--- src/hw/lb_config.svh ---
`ifndef LB_CONFIG_SVH
`define LB_CONFIG_SVH

// ~~~~~~~~~~~~~~~~~~~~~~~~~~~~~~~~~~~~~~~~~~~~~~~~~~~~~~~~~~~~~~~~~~~~~~
// Switch sizing
// ~~~~~~~~~~~~~~~~~~~~~~~~~~~~~~~~~~~~~~~~~~~~~~~~~~~~~~~~~~~~~~~~~~~~~~

`define PORT_NUB_TOTAL 4    // Ports per stage (at least 2)

`define CELL_WIDTH 16       // Cell payload bits

// Buffer depths
`define VOQ_DEPTH 4         // Entries per virtual output queue
`define MID_DEPTH 2         // Entries per middle FIFO

// Middle FIFOs stay shallow as N of them feed each output

`endif

--- src/hw/lb_pkg.sv ---
`include "lb_config.svh"

package lb_pkg;

    // ~~~~~~~~~~~~~~~~~~~~~~~~~~~~~~~~~~~~~~~~~~~~~~~~~~~~~~~~~~~~~~~~~~
    // Port index and cell formats
    // ~~~~~~~~~~~~~~~~~~~~~~~~~~~~~~~~~~~~~~~~~~~~~~~~~~~~~~~~~~~~~~~~~~

    localparam int PORT_W = $clog2(`PORT_NUB_TOTAL);

    typedef logic [PORT_W-1:0] port_t;

    typedef logic [`CELL_WIDTH-1:0] cell_data_t;

    // Destination is implied by the VOQ holding the cell
    typedef struct packed {
        cell_data_t data;
    } voq_cell_t;

    // Source tag travels with the cell past the first stage
    typedef struct packed {
        cell_data_t data;
        port_t      src;
    } mid_cell_t;

endpackage

--- src/hw/demux_ctrl.sv ---
`timescale 1ns/100ps
`include "lb_config.svh"

module demux_ctrl
    import lb_pkg::*;
(
    input  logic                                     clk,
    input  logic                                     rst_n,
    input  port_t                                    cnt,
    input  port_t [`PORT_NUB_TOTAL-1:0]              rx_sel,
    input  logic  [`PORT_NUB_TOTAL*`PORT_NUB_TOTAL-1:0] voq_empty_q,
    input  logic  [`PORT_NUB_TOTAL*`PORT_NUB_TOTAL-1:0] mid_full,
    output port_t [`PORT_NUB_TOTAL-1:0]              voq_rd_sel,
    output port_t [`PORT_NUB_TOTAL-1:0]              voq_rd_sel_f,
    output logic  [`PORT_NUB_TOTAL-1:0]              voq_rd_en
);

    localparam int N = `PORT_NUB_TOTAL;

    port_t [N-1:0] sel;
    port_t [N-1:0] sel_f;
    logic  [N-1:0] sel_vld;     // Stage holds a real cnt sample
    logic  [N-1:0] sel_vld_f;

    // ~~~~~~~~~~~~~~~~~~~~~~~~~~~~~~~~~~~~~~~~~~~~~~~~~~~~~~~~~~~~~~~~~~
    // Staggered select chain where input i sees cnt delayed i+1 cycles
    // ~~~~~~~~~~~~~~~~~~~~~~~~~~~~~~~~~~~~~~~~~~~~~~~~~~~~~~~~~~~~~~~~~~

    always_ff @(posedge clk or negedge rst_n) begin
        if (!rst_n) begin
            sel       <= '0;
            sel_f     <= '0;
            sel_vld   <= '0;
            sel_vld_f <= '0;
        end else begin
            sel[0]     <= cnt;
            sel_vld[0] <= 1'b1;
            for (int i = 1; i < N; i++) begin
                sel[i]     <= sel[i-1];
                sel_vld[i] <= sel_vld[i-1];
            end
            sel_f     <= sel;
            sel_vld_f <= sel_vld;
        end
    end

    // The zeros left by reset repeat one VOQ on back-to-back cycles,
    // which would pop it twice against one staged cell. Hold off until
    // the chain carries live samples.
    always_comb begin
        for (int i = 0; i < N; i++) begin
            voq_rd_en[i] = sel_vld_f[i]
                         & ~voq_empty_q[i*N + int'(sel_f[i])]
                         & ~mid_full[int'(rx_sel[i])*N + int'(sel_f[i])];
        end
    end

    assign voq_rd_sel   = sel;      // Prefetch address
    assign voq_rd_sel_f = sel_f;    // Pop address one cycle later

endmodule

--- config.mk ---
export PLATFORM = sky130hd
export DESIGN_NAME = demux_ctrl
export DESIGN_NICKNAME = d
export VERILOG_FILES = /design/src/hw/lb_pkg.sv /design/src/hw/demux_ctrl.sv
export VERILOG_INCLUDE_DIRS = /design/src /design/src/hw
export SDC_FILE = /design/constraint.sdc
export NUM_CORES = 1
export LEC_CHECK = 0
export BUFFER_PORTS_ARGS = -buffer_cell sky130_fd_sc_hd__buf_2
export CAP_MARGIN = 5
export CORE_UTILIZATION = 44
export DETAILED_ROUTE_END_ITERATION = 8
export PLACE_DENSITY_LB_ADDON = 0.05
export SYNTH_ARGS = -nofsm -noshare
export SYNTH_HDL_FRONTEND = slang
export SYNTH_SLANG_ARGS = --single-unit
--- constraint.sdc ---
create_clock -name clk -period 1.8 [get_ports clk]
set_input_delay 0.09 -clock clk [delete_from_list [all_inputs] [get_ports clk]]
set_output_delay 0.09 -clock clk [all_outputs]
set_load 0.1 [all_outputs]
==> qor.txt <==
Skew-Pair Late Insertion Delay = 280 ps
Seq pwr share = 35.7%
Max cap viols = 0
Mean post-synth cell area = 16.19 µm²
Hold Path Class = in2async
Commonest non-fill, non-tap cells in the layout = 59 x buf_2, 11 x dfrtp_1, 9 x mux4_2
Die width = 52.76 µm
Synth unique cells = 11
Total Nets Final = 180
Routed WL per cell = 16.82 µm
Post-Synthesis Cells = 70
H-tree levels = 1
CTS max path bufs = 2
Switching Share = 39.55%
Startpoint types = flip-flop
Most common cell after layout, fill and taps aside = buf_2
Sequential-to-total area share from yosys stat = 33.11%
Routability congestion estimate = 0.7196
Gr ovfl total = 0
DR vias = 886
Clock share of power = 17.5%
Drt via density = 5.370
Iter 0 DRT Violations = 12
CP bufs+invs = 1
Residual DRC = 0
Synthesized flop and latch total = 15
Failing checks = setup timing
Tot GR Track Use = 21.61%
Hold WS = 249.5 ps
Clock-pin transition on the worst setup and hold timing paths = 80 ps
Pin count of the biggest net entering global routing = 16
Share of cells above drive strength 1 = 71.11%
Final hold viol count = 0
Die area = 0.002783 mm²
Worst path max stage delay = 490 ps
DR pass1 iterations = 4
Area Overhead vs Synth = 42.05%
Crit-path leading delay family = multiplexers
Vias in the first global route = 836
Place WS = 58.08 ps
Core ar. = 0.002455 mm²
Status = finished, violations left
Slew Limit Fails = 0
Synthesized Nets = 114
First-pass GRT wire length = 4091 µm
DIE HEIGHT = 52.76 µm
Final setup violation count = 4
Critical path's slowest cell = mux4_2
Routed WL = 2775 µm
Initial antenna violation count = 0
HPWL Detailed = 2180 µm
Psw = 0.4143 mW
CTS root buffer = clkbuf_4
Num CTS Buffers = 3
Warnings, synthesis = 0
Final cycle utilization of the critical path = 111.3%
WS Path Type = reg2out
VDD IR-drop max = 598.7 µV
Yosys top cell area share = 33.11%
Part of the power in combinational logic = 46.8%
Tmin final = 2003 ps
Critical Path AT = 1910 ps
Top cell type by total area after synthesis = dfrtp_1
Worst EP required = 1710 ps
Post-Syn Area = 0.001134 mm²
Ant diodes = 0
Top area cells in the synthesized netlist = dfrtp_1 33%, mux4_1 21%, mux4_2 14%
IO buf count = 63
Unrepaired setup endpoints after global routing = yes
Antenna Nets Post-Route = 0
Final worst slack = -202.7 ps
CP cell instances = mux4_2, mux2_4, o22ai_4, buf_12
Int Power = 0.6332 mW
CTS tree = built
Post-Route Utilization = 65.60%
FP Rows = 18
LEAKAGE = 0.7476 nW
Clock skew = 6.824 ps
CTS sink cnt = 15
Pwr dens = 650.5 mW/mm²
I/O pins = 64
Crit path max fanout = 4
Initial core utilization = 46.18%
Achievable clock frequency = 499.3 MHz
CP endpoint kind = output port
-- stage by stage --
step / power [mW] / std cells / TNS (ps) / area (µm²)
floorplan: 0.7273 / 70 / -1679 / 1190
global placement: 0.8502 / 157 / 0 / 1543
detailed placement: 0.8565 / 157 / 0 / 1543
CTS: 1.053 / 165 / -827.5 / 1610
global route: 1.090 / 165 / -1011 / 1610
finish: 1.047 / 165 / -763.6 / 1610
-- Yosys cell counts --
master,n
dfrtp_1,15
mux4_1,9
mux2_2,8
mux2i_1,8
mux4_2,7
buf_4,6
buf_6,4
nand3_1,4
nand3b_1,4
o22ai_2,4
conb_1,1
-- kinds of logic after synthesis --
group	count (synthesis)	share of synthesized area [%]
compound gates	4	4.415
simple gates	8	4.415
other cells	1	0.3308
mux	32	49.78
buf+inv	10	7.946
flops	15	33.11
-- layout make-up --
cell class,instances,area (µm²)
multi-input combinational,45,713.2
clock buffer,4,26.28
timing repair buffer,71,442.9
tap,30,37.54
fill,200,844.6
sequential,15,390.4
-- power groups by stage --
stage / clock, mW / combinational (mW) / sequential, mW
global route: 0.201 / 0.511 / 0.378
finish: 0.184 / 0.490 / 0.374
CTS: 0.190 / 0.488 / 0.374
global placement: 0 / 0.469 / 0.381
floorplan: 0 / 0.266 / 0.461
detailed placement: 0 / 0.474 / 0.383
-- path summary, 6_finish.rpt --
check	from	end	slack, ps	depth (start not counted)
worst max-delay path	voq_rd_sel_f[3]$_DFF_PN0_	voq_rd_en[1]	-200	4
min in group clk	sel_vld[0]$_DFF_PN0_	sel_vld_f[0]$_DFF_PN0_	360	0
worst max register to register	voq_rd_sel_f[3]$_DFF_PN0_	voq_rd_sel_f[5]$_DFF_PN0_	1000	1
worst min register to register	sel_vld[0]$_DFF_PN0_	sel_vld_f[0]$_DFF_PN0_	360	0
max in group asynchronous	rst_n	voq_rd_sel_f[1]$_DFF_PN0_	1270	2
worst min-delay path	rst_n	sel_vld_f[3]$_DFF_PN0_	250	2
-- layer usage --
| metal | share of wire, % | vias up | global-route usage [%] |
|---|---|---|---|
| met2 | 50 | 52 | 35.23 |
| met1 | 40 | 412 | 28.14 |
| met3 | 7.9 | 6 | 6.377 |
| met5 | 0 | - | 0 |
| li1 | - | 416 | - |
| met4 | 1.2 | 0 | 5.263 |
-- registers in the layout (all words and copies together), names as in the netlist --
name / count
voq_rd_sel: 2
voq_rd_sel_f: 8
sel_vld: 1
sel_vld_f: 4
-- timing repair --
action,4_1_cts,5_1_grt
hold endpoints to repair,17,0
hold buffers,3,0
resized for setup,3,2
pin swaps,4,0
setup buffers,1,0
setup endpoints to repair,4,4
gates cloned,0,0
(Power assumes the default switching activity.)
