===== src/hw/lb_config.svh =====
`ifndef LB_CONFIG_SVH
`define LB_CONFIG_SVH

// ~~~~~~~~~~~~~~~~~~~~~~~~~~~~~~~~~~~~~~~~~~~~~~~~~~~~~~~~~~~~~~~~~~~~~~
// Switch sizing
// ~~~~~~~~~~~~~~~~~~~~~~~~~~~~~~~~~~~~~~~~~~~~~~~~~~~~~~~~~~~~~~~~~~~~~~

`define PORT_NUB_TOTAL 4    // Ports per stage (at least 2)

`define CELL_WIDTH 16       // Cell payload bits

// Buffer depths
`define VOQ_DEPTH 4         // Entries per virtual output queue
`define MID_DEPTH 2         // Entries per middle FIFO

// Middle FIFOs stay shallow as N of them feed each output

`endif


===== src/hw/lb_pkg.sv =====
`include "lb_config.svh"

package lb_pkg;

    // ~~~~~~~~~~~~~~~~~~~~~~~~~~~~~~~~~~~~~~~~~~~~~~~~~~~~~~~~~~~~~~~~~~
    // Port index and cell formats
    // ~~~~~~~~~~~~~~~~~~~~~~~~~~~~~~~~~~~~~~~~~~~~~~~~~~~~~~~~~~~~~~~~~~

    localparam int PORT_W = $clog2(`PORT_NUB_TOTAL);

    typedef logic [PORT_W-1:0] port_t;

    typedef logic [`CELL_WIDTH-1:0] cell_data_t;

    // Destination is implied by the VOQ holding the cell
    typedef struct packed {
        cell_data_t data;
    } voq_cell_t;

    // Source tag travels with the cell past the first stage
    typedef struct packed {
        cell_data_t data;
        port_t      src;
    } mid_cell_t;

endpackage


===== src/hw/slot_scheduler.sv =====
`timescale 1ns/100ps
`include "lb_config.svh"

module slot_scheduler
    import lb_pkg::*;
(
    input  logic                         clk,
    input  logic                         rst_n,
    output port_t                        cnt,
    output port_t [`PORT_NUB_TOTAL-1:0]  rx_sel,
    output port_t [`PORT_NUB_TOTAL-1:0]  tx_sel
);

    localparam int N = `PORT_NUB_TOTAL;

    port_t cnt_next;

    // (base + offset) mod N
    function automatic port_t rotate(input port_t base, input int offset);
        int sum;
        sum = int'(base) + offset;
        return port_t'(sum % N);
    endfunction

    assign cnt_next = (cnt == port_t'(N - 1)) ? '0 : cnt + 1'b1;

    // Patterns are loaded from cnt_next so they line up with cnt
    always_ff @(posedge clk or negedge rst_n) begin
        if (!rst_n) begin
            cnt <= '0;
            for (int i = 0; i < N; i++) begin
                rx_sel[i] <= port_t'(i);
                tx_sel[i] <= port_t'(i);
            end
        end else begin
            cnt <= cnt_next;
            for (int i = 0; i < N; i++) begin
                rx_sel[i] <= rotate(cnt_next, i);   // Input i to middle port
                tx_sel[i] <= rotate(cnt_next, i);   // Middle port i to output
            end
        end
    end

endmodule


===== config.mk =====
export PLATFORM = sky130hd
export DESIGN_NAME = slot_scheduler
export DESIGN_NICKNAME = d
export VERILOG_FILES = /design/src/hw/lb_pkg.sv /design/src/hw/slot_scheduler.sv
export VERILOG_INCLUDE_DIRS = /design/src /design/src/hw
export SDC_FILE = /design/constraint.sdc
export NUM_CORES = 1
export LEC_CHECK = 0
export ABC_AREA = 1
export BUFFER_PORTS_ARGS = -buffer_cell sky130_fd_sc_hd__buf_2
export CAP_MARGIN = 10
export CORE_AREA = 5 5 42 44
export CTS_CLUSTER_SIZE = 16
export DETAILED_ROUTE_END_ITERATION = 7
export DIE_AREA = 0 0 47 49
export SLEW_MARGIN = 15
export SYNTH_ARGS = -nofsm -noshare
export SYNTH_HDL_FRONTEND = slang
export SYNTH_SLANG_ARGS = --single-unit

===== constraint.sdc =====
create_clock -name clk -period 1.7 [get_ports clk]
set_input_delay 0.425 -clock clk [delete_from_list [all_inputs] [get_ports clk]]
set_output_delay 0.425 -clock clk [all_outputs]
set_load 0.05 [all_outputs]

==> results.sh, run 1 <==
export IMPL_status="complete, no violations"
export IMPL_drt_drc_violations_left=0
export IMPL_grt_pass1_wl_um=710
export IMPL_final_common_cell="buf_2"
export IMPL_reg2reg_from="rx_sel[0]"
export IMPL_powerDensity_nw_per_um2=725
export IMPL_critical_path_class="flop to primary output"
export IMPL_ys_types=9
export IMPL_cts_max_level=1
export IMPL_layout_drive_gt1_share_pct=60.0
export IMPL_regMostFlops="rx_sel"
export IMPL_firstDrtPassIters=4
export IMPL_synth_nets=39
export IMPL_hold_viol=0
export IMPL_die_x_um=47
export IMPL_overflow=0
export IMPL_slew_headroom_pct=83.6
export IMPL_n_antenna_cell=0
export IMPL_place_gp_congestion=0.552
export IMPL_r2r_slack_ns=0.72
export IMPL_syn_instance_count=33
export IMPL_grt_pass1_vias=180
export IMPL_cap_viol_max_count=0
export IMPL_yosys_warnings=0
export IMPL_multiInputGateArea_um2=67.6
export IMPL_antenna_found_initial=0
export IMPL_ff_latch_area_um2=154
export IMPL_first_iter_violations=3
export IMPL_grt_max_degree=10
export IMPL_synth_area_um2=338
export IMPL_wl_met1_um=158
export IMPL_fin_crit_sh_pct=85.3
export IMPL_viasPerCell=3.57
export IMPL_path_clk_slew_ns=0.05
export IMPL_slowest_delay_ns=0.53
export IMPL_required_ns=1.27
export IMPL_crit_path_cell_trace="buf_2"
export IMPL_routed_wl_met2_um=227
export IMPL_leakage_nw=0.232
export IMPL_cts_tree="yes"
export IMPL_start_util_pct=24.1
export IMPL_nets=52
export IMPL_rsz0062_at_grt="no"
export IMPL_final_util_pct=28.5
export IMPL_endpoint_kind="primary output"
export IMPL_max_freq_ghz=0.690
export IMPL_clock_latency_ns=0.24
export IMPL_hold_ws_ns=0.526
export IMPL_ys_ff_latch=6
export IMPL_antenna_left=0
export IMPL_path_max_fanout=4
export IMPL_power_mw=0.290
export IMPL_tightestPinTransition_ns=0.246
export IMPL_critical_path_buf_inv_count=1
export IMPL_clock_skew_final_ns=0.00574
export IMPL_largest_register_ffs=6
export IMPL_syn_to_final_growth_pct=18.1
export IMPL_critPathTopFamily="flip-flops"
export IMPL_via_count=218
export IMPL_tns_ns=0
export IMPL_largestRegisters="rx_sel: 6 flops"
export IMPL_wl_met3_um=77
export IMPL_hp_class="primary input to async pin"
export IMPL_grt_use_total_pct=5.02
export IMPL_port_buffers=19
export IMPL_die_h_um=49
export IMPL_setup_violations=0
export IMPL_core_um2=1400
export IMPL_rr_endpoint="rx_sel[1]"
export IMPL_ys_seq_area_share_pct=45.6
export IMPL_pin_count=20
export IMPL_cts_repair_resized=0
export IMPL_slew_violations=0
export IMPL_wl_per_cell_um=7.92
export IMPL_cp_slowest_cell="dfstp_2"
export IMPL_fill_cells=156
export IMPL_ir_drop_v=0.000159
export IMPL_cts_root_buf="clkbuf_4"
export IMPL_clkSinkCount=6
export IMPL_worstRegToRegCells=2
export IMPL_syn_avg_cell_area_um2=10.2
export IMPL_top_layer_used="met4"
export IMPL_route_final_wire_length_um=483
export IMPL_cts_setup_buffers=0
export IMPL_final_cell_mix="19 x buf_2, 6 x inv_1, 4 x ha_1"
export IMPL_fp_row_count=14
export IMPL_die_area_um2=2300
export IMPL_cts_made_buffers=3
export IMPL_fin_crit_ns=1.45
export IMPL_crit_path_start_kind="flop"
export IMPL_cts_buffer_depth=2
export IMPL_crit_arrival_ns=1.02
-- kinds of logic (layout without fill, tap and decap cells) --
family,Yosys count,count (layout),share of synthesized area [%]
adders and majority gates,4,4,14.8
buffers and inverters,19,31,34.4
DFF,6,6,45.6
and+or+nand+nor,4,4,5.19
-- how the worst max path moves through the flow --
stage,start,slack [ns],to,cells after the start
2_1_floorplan,rx_sel[0],0.24,rx_sel[0],1
3_3_place_gp,rx_sel[0],0.50,cnt[0],1
3_5_place_dp,rx_sel[0],0.49,rx_sel[4],1
4_1_cts,rx_sel[0],0.22,rx_sel[4],1
5_1_grt,rx_sel[0],0.15,rx_sel[0],1
6_report,rx_sel[6],0.25,rx_sel[6],1
-- cell usage after synthesis, drive strengths merged --
cell type,number,area (µm²)
nor2,1,3.75
ha,4,50.1
dfrtp,3,75.1
inv,7,26.3
buf,12,90.1
dfstp,3,78.8
nand2,3,13.8
-- metrics by stage --
stage               std cells  setup WS (ns)  cell area (µm²)
finish                     61          0.250              399
global route               61          0.154              399
detailed placement         56          0.488              363
CTS                        61          0.222              399
floorplan                  33          0.237              338
global placement           56          0.495              363
-- report_power, final --
group          total (mW)  internal, mW  switching, mW
sequential          0.144         0.144              0
combinational     0.00502       0.00233        0.00269
clock               0.141        0.0889         0.0520
total               0.290         0.235         0.0547
-- cell type report --
| type | instances | area share [%] |
|---|---|---|
| clock buffers | 4 | 6.58 |
| multi-input cells | 8 | 16.9 |
| well taps | 16 | 5.02 |
| repair buffers | 20 | 26.3 |
| flip-flops and latches | 6 | 38.6 |
| inverters | 7 | 6.58 |
-- metal layers --
| metal | vias to the layer above | GRT usage, % |
|---|---|---|
| met3 | 2 | 1.11 |
| met2 | 16 | 6.33 |
| met4 | 0 | 9.68 |
| met5 | - | 0 |
| li1 | 106 | - |
| met1 | 94 | 4.23 |
-- what timing repair did --
action,in CTS,in global routing
hold buffers,1,0
setup endpoints to repair,0,0
endpoints found under the hold margin,3,0
Note: power is estimated with default switching activity, not from simulation.
==> run 2, diff against run 1 <==
- SETUP_SLACK_MARGIN: not set -> 0.4
- SLEW_MARGIN: 15 -> 20
- TNS_END_PERCENT: not set -> 10
==> results.sh, run 2 (synthesis gave the netlist of run 1 again) <==
export IMPL_status="complete, no violations"
export IMPL_tns_ns=0
export IMPL_min_to="rx_sel[0]"
export IMPL_drt_drc_violations_left=0
export IMPL_clock_latency_ns=0.24
export IMPL_grt_max_degree=10
export IMPL_routed_wl_met2_um=257
export IMPL_viasPerCell=3.57
export IMPL_wl_met3_um=70
export IMPL_die_x_um=47
export IMPL_grt_use_total_pct=5.58
export IMPL_final_cells=61
export IMPL_cap_viol_max_count=0
export IMPL_crit_path_start_kind="flop"
export IMPL_grt_pass1_wl_um=814
export IMPL_cts_buffer_depth=2
export IMPL_cts_root_buf="clkbuf_4"
export IMPL_clock_skew_final_ns=0.00652
export IMPL_leakage_nw=0.238
export IMPL_hold_viol=0
export IMPL_required_ns=1.27
export IMPL_cts_made_buffers=3
export IMPL_post_route_worst_setup_slack_ns=0.295
export IMPL_top_layer_used="met4"
export IMPL_post_place_ws_ns=0.496
export IMPL_critical_path_class="flop to primary output"
export IMPL_ir_drop_v=0.000127
export IMPL_tightestPinTransition_ns=0.250
export IMPL_fin_crit_sh_pct=82.6
export IMPL_critPathTopFamily="flip-flops"
export IMPL_worstRegToRegCells=2
export IMPL_clkSinkCount=6
export IMPL_crit_path_cell_trace="buf_4"
export IMPL_via_count=218
export IMPL_die_area_um2=2300
export IMPL_rr_endpoint="rx_sel[1]"
export IMPL_slew_headroom_pct=83.5
export IMPL_slew_violations=0
export IMPL_fin_crit_ns=1.40
export IMPL_setup_violations=0
export IMPL_nets=52
export IMPL_place_gp_congestion=0.628
export IMPL_power_mw=0.291
export IMPL_critical_path_buf_inv_count=1
export IMPL_pin_count=20
export IMPL_core_um2=1400
export IMPL_syn_to_final_growth_pct=28.1
export IMPL_layout_drive_gt1_share_pct=62.2
export IMPL_overflow=0
export IMPL_post_place_cells=56
export IMPL_firstDrtPassIters=4
export IMPL_die_h_um=49
export IMPL_antenna_found_initial=0
export IMPL_rsz0062_at_grt="yes"
export IMPL_endpoint_kind="primary output"
export IMPL_largestRegisters="rx_sel: 6 flops"
export IMPL_max_freq_ghz=0.712
export IMPL_port_buffers=19
export IMPL_wl_met1_um=168
export IMPL_start_util_pct=24.1
export IMPL_n_antenna_cell=0
export IMPL_powerDensity_nw_per_um2=671
export IMPL_r2r_slack_ns=0.76
export IMPL_slowest_delay_ns=0.54
export IMPL_cts_tree="yes"
export IMPL_regMostFlops="rx_sel"
export IMPL_route_final_wire_length_um=517
export IMPL_wl_per_cell_um=8.48
export IMPL_hold_path_depth=1
export IMPL_hp_class="flop to flop"
export IMPL_path_max_fanout=4
export IMPL_first_iter_violations=1
export IMPL_antenna_left=0
export IMPL_reg2reg_from="rx_sel[1]"
export IMPL_path_clk_slew_ns=0.04
export IMPL_cp_slowest_cell="dfstp_2"
export IMPL_largest_register_ffs=6
export IMPL_fp_row_count=14
export IMPL_final_util_pct=30.9
export IMPL_final_common_cell="buf_4"
export IMPL_cts_max_level=1
export IMPL_crit_arrival_ns=0.98
export IMPL_final_cell_mix="11 x buf_4, 6 x inv_1, 6 x buf_2"
export IMPL_grt_pass1_vias=207
export IMPL_hold_path_startpoint="rx_sel[0]"
run 2: changes by cell type in the layout (fill, tap and decap cells not counted):
cell / before / now
buf_2: 19 / 6
clkbuf_4: 3 / 5
dfrtp_1: 3 / 2
dfrtp_2: 0 / 1
buf_4: 0 / 11
run 2: repair_timing:
| action | CTS | global route |
|---|---|---|
| hold buffers | 1 | 0 |
| resized for setup | 8 | 8 |
| hold endpoints to repair | 3 | 0 |
| pin swaps | 0 | 0 |
| endpoints found under the setup margin | 16 | 16 |
| gates cloned | 0 | 0 |
| setup buffers | 0 | 0 |
run 2: routing by layer:
layer	vias to the layer above	global-route usage [%]
met1	94	5.54
met4	0	9.68
met2	16	6.79
met5	-	0
li1	106	-
met3	2	1.11
run 2: per-stage QoR:
stage,hold WS [ns],cell area (µm²)
finish,0.517,433
global route,0.551,433
CTS,0.522,420
detailed placement,0.253,364
global placement,0.251,364
floorplan,0.129,339
run 2: how the worst max path moves through the flow:
stage,from,end,slack (ns),depth (start not counted)
6_report,rx_sel[6],rx_sel[6],0.30,1
3_5_place_dp,rx_sel[6],rx_sel[6],0.50,1
3_3_place_gp,rx_sel[6],rx_sel[6],0.50,1
5_1_grt,rx_sel[6],rx_sel[6],0.25,1
2_1_floorplan,rx_sel[1],rx_sel[1],0.31,1
4_1_cts,rx_sel[6],rx_sel[6],0.28,1
run 2: power by group:
part / switching [mW] / total, mW / internal [mW]
sequential: 0 / 0.144 / 0.144
combinational: 0.00275 / 0.00509 / 0.00234
clock: 0.0530 / 0.142 / 0.0890
total: 0.0557 / 0.291 / 0.235
run 2: layout make-up:
class	instances	area, µm²
Tap cell	16	20.0
Sequential cell	6	155
Multi-Input combinational cell	8	67.6
Inverter	7	26.3
Timing Repair Buffer	20	138
Clock buffer	4	26.3
Fill cell	153	968
