==> config.mk <==
export PLATFORM = sky130hd
export DESIGN_NAME = voq_ingress
export DESIGN_NICKNAME = d
export VERILOG_FILES = /design/src/hw/lb_pkg.sv /design/src/hw/cell_fifo.sv /design/src/hw/voq_ingress.sv
export VERILOG_INCLUDE_DIRS = /design/src /design/src/hw
export SDC_FILE = /design/constraint.sdc
export NUM_CORES = 1
export LEC_CHECK = 0
export BUFFER_PORTS_ARGS = -buffer_cell sky130_fd_sc_hd__buf_2
export CORE_UTILIZATION = 40
export DETAILED_ROUTE_END_ITERATION = 8
export REMOVE_ABC_BUFFERS = 1
export SLEW_MARGIN = 15
export SYNTH_ARGS = -nofsm -noshare
export SYNTH_HDL_FRONTEND = slang
export SYNTH_SLANG_ARGS = --single-unit
==> constraint.sdc <==
create_clock -name clk -period 4.3 [get_ports clk]
set_clock_uncertainty 0.05 [all_clocks]
set_input_delay 0.43 -clock clk [delete_from_list [all_inputs] [get_ports clk]]
set_output_delay 0.43 -clock clk [all_outputs]
set_load 0.02 [all_outputs]
==> src/hw/lb_config.svh <==
`ifndef LB_CONFIG_SVH
`define LB_CONFIG_SVH

// ~~~~~~~~~~~~~~~~~~~~~~~~~~~~~~~~~~~~~~~~~~~~~~~~~~~~~~~~~~~~~~~~~~~~~~
// Switch sizing
// ~~~~~~~~~~~~~~~~~~~~~~~~~~~~~~~~~~~~~~~~~~~~~~~~~~~~~~~~~~~~~~~~~~~~~~

`define PORT_NUB_TOTAL 4    // Ports per stage (at least 2)

`define CELL_WIDTH 16       // Cell payload bits

// Buffer depths
`define VOQ_DEPTH 4         // Entries per virtual output queue
`define MID_DEPTH 2         // Entries per middle FIFO

// Middle FIFOs stay shallow as N of them feed each output

`endif

==> src/hw/lb_pkg.sv <==
`include "lb_config.svh"

package lb_pkg;

    // ~~~~~~~~~~~~~~~~~~~~~~~~~~~~~~~~~~~~~~~~~~~~~~~~~~~~~~~~~~~~~~~~~~
    // Port index and cell formats
    // ~~~~~~~~~~~~~~~~~~~~~~~~~~~~~~~~~~~~~~~~~~~~~~~~~~~~~~~~~~~~~~~~~~

    localparam int PORT_W = $clog2(`PORT_NUB_TOTAL);

    typedef logic [PORT_W-1:0] port_t;

    typedef logic [`CELL_WIDTH-1:0] cell_data_t;

    // Destination is implied by the VOQ holding the cell
    typedef struct packed {
        cell_data_t data;
    } voq_cell_t;

    // Source tag travels with the cell past the first stage
    typedef struct packed {
        cell_data_t data;
        port_t      src;
    } mid_cell_t;

endpackage

==> src/hw/cell_fifo.sv <==
`timescale 1ns/100ps

module cell_fifo #(
    parameter type payload_t = logic [7:0],
    parameter int  DEPTH     = 4
) (
    input  logic     clk,
    input  logic     rst_n,
    input  logic     wr_en,
    input  payload_t wr_data,
    input  logic     rd_en,
    output payload_t rd_data,
    output logic     empty,
    output logic     full
);

    localparam int PW = (DEPTH > 1) ? $clog2(DEPTH) : 1;
    localparam int CW = $clog2(DEPTH + 1);

    payload_t      mem [DEPTH];
    logic [PW-1:0] wr_ptr;
    logic [PW-1:0] rd_ptr;
    logic [CW-1:0] count;
    logic [CW-1:0] count_next;
    logic          do_wr;
    logic          do_rd;

    assign do_wr   = wr_en & ~full;     // Writes to a full FIFO are dropped
    assign do_rd   = rd_en & ~empty;
    assign rd_data = mem[rd_ptr];       // Fall-through head

    always_comb begin
        case ({do_wr, do_rd})
            2'b10:   count_next = count + 1'b1;
            2'b01:   count_next = count - 1'b1;
            default: count_next = count;
        endcase
    end

    always_ff @(posedge clk) begin
        if (do_wr) begin
            mem[wr_ptr] <= wr_data;
        end
    end

    always_ff @(posedge clk or negedge rst_n) begin
        if (!rst_n) begin
            wr_ptr <= '0;
            rd_ptr <= '0;
            count  <= '0;
            empty  <= 1'b1;
            full   <= 1'b0;
        end else begin
            if (do_wr) begin
                wr_ptr <= (wr_ptr == PW'(DEPTH - 1)) ? '0 : wr_ptr + 1'b1;
            end
            if (do_rd) begin
                rd_ptr <= (rd_ptr == PW'(DEPTH - 1)) ? '0 : rd_ptr + 1'b1;
            end
            count <= count_next;
            empty <= (count_next == '0);
            full  <= (count_next == CW'(DEPTH));
        end
    end

endmodule

==> src/hw/voq_ingress.sv <==
`timescale 1ns/100ps
`include "lb_config.svh"

module voq_ingress
    import lb_pkg::*;
(
    input  logic                                           clk,
    input  logic                                           rst_n,
    input  logic       [`PORT_NUB_TOTAL-1:0]               in_valid,
    input  port_t      [`PORT_NUB_TOTAL-1:0]               in_dest,
    input  cell_data_t [`PORT_NUB_TOTAL-1:0]               in_data,
    input  port_t      [`PORT_NUB_TOTAL-1:0]               voq_rd_sel,
    input  port_t      [`PORT_NUB_TOTAL-1:0]               voq_rd_sel_f,
    input  logic       [`PORT_NUB_TOTAL-1:0]               voq_rd_en,
    output logic       [`PORT_NUB_TOTAL*`PORT_NUB_TOTAL-1:0] voq_empty_q,
    output logic       [`PORT_NUB_TOTAL*`PORT_NUB_TOTAL-1:0] voq_full,
    output cell_data_t [`PORT_NUB_TOTAL-1:0]               mid_wr_data
);

    localparam int N = `PORT_NUB_TOTAL;

    voq_cell_t [N-1:0]   in_cell;
    voq_cell_t [N*N-1:0] head;
    voq_cell_t [N-1:0]   stage;     // Prefetched head offered next cycle
    logic      [N*N-1:0] voq_wr;
    logic      [N*N-1:0] voq_rd;
    logic      [N*N-1:0] voq_empty;

    // ~~~~~~~~~~~~~~~~~~~~~~~~~~~~~~~~~~~~~~~~~~~~~~~~~~~~~~~~~~~~~~~~~~
    // One VOQ per (input, destination)
    // ~~~~~~~~~~~~~~~~~~~~~~~~~~~~~~~~~~~~~~~~~~~~~~~~~~~~~~~~~~~~~~~~~~

    for (genvar i = 0; i < N; i++) begin : g_in
        assign in_cell[i].data = in_data[i];
        assign mid_wr_data[i]  = stage[i].data;

        for (genvar d = 0; d < N; d++) begin : g_voq
            assign voq_wr[i*N+d] = in_valid[i] & (in_dest[i] == port_t'(d));
            assign voq_rd[i*N+d] = voq_rd_en[i] & (voq_rd_sel_f[i] == port_t'(d));

            cell_fifo #(
                .payload_t (voq_cell_t),
                .DEPTH     (`VOQ_DEPTH)
            ) i_voq (
                .clk     (clk),
                .rst_n   (rst_n),
                .wr_en   (voq_wr[i*N+d]),
                .wr_data (in_cell[i]),
                .rd_en   (voq_rd[i*N+d]),
                .rd_data (head[i*N+d]),
                .empty   (voq_empty[i*N+d]),
                .full    (voq_full[i*N+d])
            );
        end
    end

    // Stage and snapshot on the same edge so both describe one instant
    always_ff @(posedge clk) begin
        for (int i = 0; i < N; i++) begin
            stage[i] <= head[i*N + int'(voq_rd_sel[i])];
        end
    end

    always_ff @(posedge clk or negedge rst_n) begin
        if (!rst_n) begin
            voq_empty_q <= '1;
        end else begin
            voq_empty_q <= voq_empty;
        end
    end

endmodule

==> results of run 1 <==
==> through the flow <==
step	worst slack [ps]	instance area (um2)	power, uW	hold slack, ps
6_report	1410	55900	34500	50.4
5_1_grt	1220	55900	36200	20.5
4_1_cts	1410	55900	35000	0.533
3_5_place_dp	1260	51300	23800	307
3_3_place_gp	1380	51300	23300	305
2_1_floorplan	1690	48100	21100	84.4
==> per-layer routing <==
metal	up-vias	global-route usage, %
met1	12034	21.0
met4	12	4.49
met5	-	0
met3	148	3.66
li1	10167	-
met2	450	27.5
==> registers in the layout (all words and copies together), names as in the netlist <==
register / cells
g_in.g_voq.i_voq.mem: 1024
mid_wr_data: 64
g_in.g_voq.i_voq.count: 48
g_in.g_voq.i_voq.rd_ptr: 32
g_in.g_voq.i_voq.wr_ptr: 32
g_in.g_voq.i_voq.empty: 16
g_in.g_voq.i_voq.full: 16
voq_empty_q: 16
==> cell usage in the layout, fill, tap and decap left out, types with 26 or more instances in the layout <==
| cell type | instances |
|---|---|
| sky130_fd_sc_hd__a22oi_1 | 128 |
| sky130_fd_sc_hd__and2_1 | 68 |
| sky130_fd_sc_hd__buf_2 | 192 |
| sky130_fd_sc_hd__clkbuf_1 | 37 |
| sky130_fd_sc_hd__clkbuf_16 | 139 |
| sky130_fd_sc_hd__clkinv_1 | 26 |
| sky130_fd_sc_hd__dfrtp_1 | 126 |
| sky130_fd_sc_hd__dfstp_2 | 32 |
| sky130_fd_sc_hd__dfxtp_1 | 64 |
| sky130_fd_sc_hd__dlygate4sd3_1 | 27 |
| sky130_fd_sc_hd__edfxtp_1 | 1024 |
| sky130_fd_sc_hd__ha_1 | 96 |
| sky130_fd_sc_hd__inv_1 | 55 |
| sky130_fd_sc_hd__mux2_2 | 42 |
| sky130_fd_sc_hd__mux4_1 | 118 |
| sky130_fd_sc_hd__mux4_2 | 138 |
| sky130_fd_sc_hd__nand2_1 | 89 |
| sky130_fd_sc_hd__nor2_1 | 45 |
| sky130_fd_sc_hd__nor3_1 | 40 |
| sky130_fd_sc_hd__xnor2_1 | 31 |
==> logic make-up (layout without fill, tap and decap cells) <==
kind of cell / Yosys count / count (layout) / share of synthesized area [%]
other: 0 / 3 / 0
adders and majority gates: 112 / 112 / 3.11
muxes: 315 / 315 / 14.1
buffers and inverters: 167 / 540 / 1.97
and+or+nand+nor: 313 / 313 / 3.58
DFF: 1248 / 1248 / 73.8
xor gates and xnor gates: 32 / 32 / 0.573
AOI/OAI and AO/OA: 196 / 196 / 2.93
==> cell type report <==
| class | count | area share (%) |
|---|---|---|
| sequential | 1248 | 64.6 |
| inverter | 55 | 0.370 |
| antenna | 3 | 0.0134 |
| multi-input combinational | 968 | 21.3 |
| timing repair buffer | 239 | 2.48 |
| clock inverter | 61 | 0.990 |
| clock buffer | 185 | 6.70 |
| tap | 1612 | 3.61 |
==> worst max-delay path by stage <==
stage	start	end	cells past startpoint
after floorplan	g_in[0].g_voq[2].i_voq.full	g_in[0].g_voq[2].i_voq.count[2]	7
after global placement	in_dest[6]	g_in[3].g_voq[2].i_voq.count[2]	8
after detailed placement	in_dest[6]	g_in[3].g_voq[2].i_voq.count[2]	8
after CTS	g_in[3].g_voq[2].i_voq.full	g_in[3].g_voq[2].i_voq.count[2]	7
after global routing	g_in[3].g_voq[2].i_voq.full	g_in[3].g_voq[2].i_voq.count[2]	7
final	g_in[3].g_voq[2].i_voq.full	g_in[3].g_voq[2].i_voq.count[2]	7
==> worst max-delay path, stage by stage (launching register included) <==
cell and delay (ps):
sky130_fd_sc_hd__dfrtp_1 390, sky130_fd_sc_hd__nor4bb_1 820, sky130_fd_sc_hd__inv_1 130, sky130_fd_sc_hd__ha_1 290
sky130_fd_sc_hd__fa_1 410, sky130_fd_sc_hd__xnor2_1 160, sky130_fd_sc_hd__o21a_1 210, sky130_fd_sc_hd__or2_2 310
==> report_power, final <==
group / internal [uW] / total [uW] / switching, uW
registers: 14700 / 16600 / 1930
logic: 3660 / 6790 / 3130
clock network: 6540 / 11200 / 4620
==> impl_metrics.ini, run 1 <==
[die]
rows = 127
die_x_um = 352
die-area_um2 = 124000
design.portCount = 194
dieHeight_um = 352
start_util_pct = 40.5
core_area_um2 = 121000

[route]
route.met2.wl_um = 50100
drt-vias-per-instance = 5.22
firstDrtPassIters = 5
detail_route.wirelength_um = 99500
post-route-drc-count = 0
top_signal_layer_used = met5
route.detailed.wl_per_inst_um = 22.8
met3_wirelength_um = 4880
met1Wirelength_um = 42600
dr.first_iter.drc_count = 1484
postRouteAntennaNets = 0
detailroute.via_count = 22811

[clocking]
clock_tree.root_cell = sky130_fd_sc_hd__clkbuf_16
postCtsResizedCells = 0
cts_hold_buffers = 27
cts_num_sinks = 1248
clockBufferDepth = 3
tritoncts_clock_tree = yes
path_clk_slew_ps = 60
worst_skew_pair.late_latency_ps = 730
post-cts-setup-buffer-count = 0
cts_inserted_buffers = 135
htreeDepth = 4

[setup_path]
crit_path_max_fanout = 9
capturing_element_type_of_the_critical_path = register
critical_path_arrival_ps = 3440
timing.setup.critical_path_class = reg -> reg
ff2ff_setup_slack_ps = 1410
timing.rr.start = g_in[3].g_voq[2].i_voq.full
worst_flop_to_flop_path_endpoint = g_in[3].g_voq[2].i_voq.count[2]
crit_path_start_kind = register
rr_worst_depth = 7
wp_data_required_ps = 4840

[logic_synthesis]
seq_area_frac_synth_pct = 73.8
synth_top_cell_area_share_pct = 62.9
ys_warn_count = 0
synth_edf_count = 1024
synth.largest_area_cell = sky130_fd_sc_hd__edfxtp_1
ys_ff_latch = 1248
ys_async_sr_fraction_pct = 12.8
yosys_most_used_dff = sky130_fd_sc_hd__edfxtp_1
syn_area_per_cell_um2 = 20.5
yosys-top-cells-area = sky130_fd_sc_hd__edfxtp_1 63%, sky130_fd_sc_hd__dfrtp_1 6.6%, sky130_fd_sc_hd__mux4_2 6.4%
most_used_standard_cells_in_the_synthesized_netlist = 1024 x sky130_fd_sc_hd__edfxtp_1, 138 x sky130_fd_sc_hd__mux4_2, 128 x sky130_fd_sc_hd__a22oi_1, 128 x sky130_fd_sc_hd__dfrtp_1, 118 x sky130_fd_sc_hd__mux4_1
synthDistinctLibCells = 42
netlist_instances = 2383
synth_area_um2 = 48900
synth_most_common_cell = sky130_fd_sc_hd__edfxtp_1

[timing]
maxSlewHeadroom_pct = 25.1
final_max_slew_viol_count = 0
timing.final.crit_period_ps = 2890
setup_violations = 0
maxClockFrequency_mhz = 346
fin_hold_viols = 0
totalNegativeSetupSlack_ps = 0
worst_pin_slew_ps = 1120
min_period_over_period_pct = 67.2
rsz0062_at_grt = no

[global_routing]
grt_max_degree = 86
antenna_found_initial = 11
grt_util_all_layers_pct = 16.2
global_route_wire_length_before_repair_um = 149000
globalRoute.totalOverflow = 0
number_of_global_route_vias_before_repair = 24457

[job]
max_cap_violations = 0

[final_layout]
regArea_um2 = 36100
syn2layout_area_growth_pct = 14.3
nNetsFinal = 2857
finalNonFillerCells = 4371
fillerInstances = 9990
multi_input_comb_area_um2 = 11900
post_route_cells_drive_above_1_share_pct = 24.1
fin_util_pct = 46.3

[worst_hold_path]
worstHoldEndpoint = g_in[1].g_voq[2].i_voq.mem[2][4]
hold_path_depth = 1
worst_hold_startpoint = in_data[20]
worst_hold_path_type = in -> reg

[place]
io_buffer_count = 193
dpl.hpwl_um = 61700
place.gp.congestion = 0.763
post-place-cells = 4095

[power_and_ir_drop]
p_per_area_nw_per_um2 = 618
leakage_uw = 0.0195
peak_supply_drop_mv = 0.399

[status]
outcome = complete, no violations
Note: power is estimated with default switching activity, not from simulation.
==> run 2: changes to the inputs <==
Settings changed: ABC_AREA set to 1.
Clock period 4.3 ns to 2.4 ns, I/O delays scaled along.
==> impl_metrics.ini, run 2 <==
[worst_hold_path]
hold_path_depth = 6
worst_hold_path_type = in -> reg

[global_routing]
globalRoute.totalOverflow = 0
global_route_wire_length_before_repair_um = 192000
grt_max_degree = 48
antenna_found_initial = 3
number_of_global_route_vias_before_repair = 33749
grt_util_all_layers_pct = 18.3

[place]
dpl.hpwl_um = 75200
dpl_cell_area_um2 = 56700
place.gp.congestion = 0.786
io_buffer_count = 193

[setup_path]
crit_path_max_fanout = 3
critical_path_arrival_ps = 2960
timing.setup.critical_path_class = in -> reg
wp_data_required_ps = 3040
capturing_element_type_of_the_critical_path = register
rr_worst_depth = 6
crit_path_start_kind = input port

[route]
postRouteAntennaNets = 0
route.detailed.wl_per_inst_um = 16.7
detailroute.via_count = 34787
drt-vias-per-instance = 4.71
post-route-drc-count = 0
detail_route.wirelength_um = 124000
dr.first_iter.drc_count = 2462
firstDrtPassIters = 5

[logic_synthesis]
syn_area_per_cell_um2 = 10.4
most_used_standard_cells_in_the_synthesized_netlist = 1373 x sky130_fd_sc_hd__nand2_1, 1024 x sky130_fd_sc_hd__edfxtp_1, 1016 x sky130_fd_sc_hd__inv_1
synth_top_cell_area_share_pct = 57.3
synth.largest_area_cell = sky130_fd_sc_hd__edfxtp_1
synth_area_um2 = 53600
yosys-top-cells-area = sky130_fd_sc_hd__edfxtp_1 57%, sky130_fd_sc_hd__nand2_1 9.6%, sky130_fd_sc_hd__nand3_1 7.7%
ys_warn_count = 0
netlist_instances = 5148
synthDistinctLibCells = 25
ys_async_sr_fraction_pct = 12.8
yosys_most_used_dff = sky130_fd_sc_hd__edfxtp_1
ys_ff_latch = 1248
synth_edf_count = 1024
synth_most_common_cell = sky130_fd_sc_hd__nand2_1
seq_area_frac_synth_pct = 67.3

[timing]
setup_violations = 0
maxClockFrequency_mhz = 430
rsz0062_at_grt = yes
worst_pin_slew_ps = 1040
final_max_slew_viol_count = 0
fin_hold_viols = 0
maxSlewHeadroom_pct = 30.3
timing.final.crit_period_ps = 2330
min_period_over_period_pct = 97.0

[final_layout]
fin_util_pct = 47.3
nNetsFinal = 5729
largest_reg_flops = 1024
syn2layout_area_growth_pct = 16.5
diodes = 0
final_cell_mix = 1373 x sky130_fd_sc_hd__nand2_1, 1024 x sky130_fd_sc_hd__edfxtp_1, 1016 x sky130_fd_sc_hd__inv_1
postLayoutCellArea_um2 = 62500
most_common_library_cell_in_the_layout_ignoring_fill_and_taps = sky130_fd_sc_hd__nand2_1
register_containing_the_most_flip_flops_in_the_final_layout = g_in.g_voq.i_voq.mem
post_route_cells_drive_above_1_share_pct = 11.4

[die]
design.portCount = 194
start_util_pct = 40.5
die-area_um2 = 136000
die_x_um = 368
core_area_um2 = 132000
rows = 133
dieHeight_um = 368

[clocking]
cts_num_sinks = 1248
clock_tree.root_cell = sky130_fd_sc_hd__clkbuf_16
htreeDepth = 4
clockBufferDepth = 3
cts_inserted_buffers = 138
tritoncts_clock_tree = yes
path_clk_slew_ps = 60
worst_skew_pair.late_latency_ps = 760

[power_and_ir_drop]
power_frac_seq_pct = 41.3
power_dissipated_by_switching_net_loads_uw = 22000
peak_supply_drop_mv = 0.755
cell_internal_pwr_uw = 44400
combinationalPowerShare_pct = 26.5
clkPwrFrac_pct = 32.2
post-layout-total-power_uw = 66400
leakage_uw = 0.0277
switching_share_pct = 33.1
p_per_area_nw_per_um2 = 1060

[status]
outcome = complete, no violations

[job]
max_cap_violations = 0
==> run 2: cell count changes after synthesis, sizes merged, moves of 107 or more <==
cell	before	now
a22oi	128	0
nand2	89	1373
buf	73	204
inv	55	1045
nor2	47	154
mux4	256	0
nand3	0	826
==> run 2: per-layer routing <==
| metal | vias up | GRT usage, % | share of wire (%) |
|---|---|---|---|
| li1 | 17121 | - | - |
| met1 | 16607 | 23.6 | 43 |
| met2 | 876 | 31.4 | 50 |
| met3 | 183 | 2.97 | 5.1 |
| met4 | 0 | 5.75 | 2.4 |
| met5 | - | 0 | 0 |
==> run 2: critical path: stages <==
cell and delay [ps]:
sky130_fd_sc_hd__dlygate4sd3_1 520, sky130_fd_sc_hd__buf_2 120, sky130_fd_sc_hd__inv_1 40, sky130_fd_sc_hd__nand2_1 60, sky130_fd_sc_hd__dlygate4sd3_1 570, sky130_fd_sc_hd__nor3_2 160
sky130_fd_sc_hd__ha_2 240, sky130_fd_sc_hd__fa_1 420, sky130_fd_sc_hd__nand2_1 80, sky130_fd_sc_hd__nand2_1 60, sky130_fd_sc_hd__or2_2 320, sky130_fd_sc_hd__nor2_1 120
==> run 2: path summary, 6_finish.rpt <==
check	start	end	slack (ps)
min in group asynchronous	rst_n	voq_empty_q[5]	190
worst max-delay path	voq_rd_sel_f[1]	g_in[0].g_voq[1].i_voq.empty	70
worst min register to register	g_in[3].g_voq[3].i_voq.empty	voq_empty_q[15]	310
worst max register to register	g_in[1].g_voq[0].i_voq.full	g_in[1].g_voq[0].i_voq.wr_ptr[1]	210
max in group asynchronous	rst_n	g_in[1].g_voq[1].i_voq.count[0]	640
worst min-delay path	in_valid[3]	g_in[3].g_voq[1].i_voq.wr_ptr[0]	3
==> run 2: logic make-up (layout without fill, tap and decap cells) <==
group                      Yosys count  in the layout  synth area share, %
and+or+nand+nor                   2414           2414                 19.1
xor gates and xnor gates            32             32                0.523
AOI/OAI and AO/OA                   81             81                0.756
DFF                               1248           1248                 67.3
buffers and inverters             1261           1745                 9.54
adders and majority gates          112            112                 2.84
==> run 2: power groups by stage <==
stage	Sequential, uW	Combinational (uW)	Clock, uW
after floorplan	29500	9370	0
after global placement	27800	17300	0
final	27400	17600	21300
after detailed placement	27900	17500	0
after global routing	27700	19900	22600
after CTS	27400	17800	21800
==> run 2: final cells by class <==
cell class                      instances  area [um2]
Fill cell                           11926       69800
Inverter                             1046        3930
Sequential cell                      1248       36100
Timing Repair Buffer                  446        3210
Multi-Input combinational cell       2639       12500
Clock buffer                          180        3900
Clock inverter                         73         719
Tap cell                             1755        2200
==> run 2: through the flow <==
stage | setup slack [ps] | cells | hold slack (ps) | setup TNS (ps)
after floorplan | 324 | 4933 | -106 | 0
after detailed placement | 273 | 7024 | 215 | 0
after global placement | 345 | 7024 | 208 | 0
after CTS | 48.1 | 7388 | 8.61 | 0
final | 72.6 | 7387 | 2.57 | 0
after global routing | -9.49 | 7387 | 43.0 | -9.49
==> run 2: timing repair <==
action                                  in CTS  in global routing
endpoints found under the setup margin       0                  9
gates resized for setup                      0                  9
hold endpoints to repair                  1289                  0
setup buffers                                0                  0
hold buffers                               111                  0
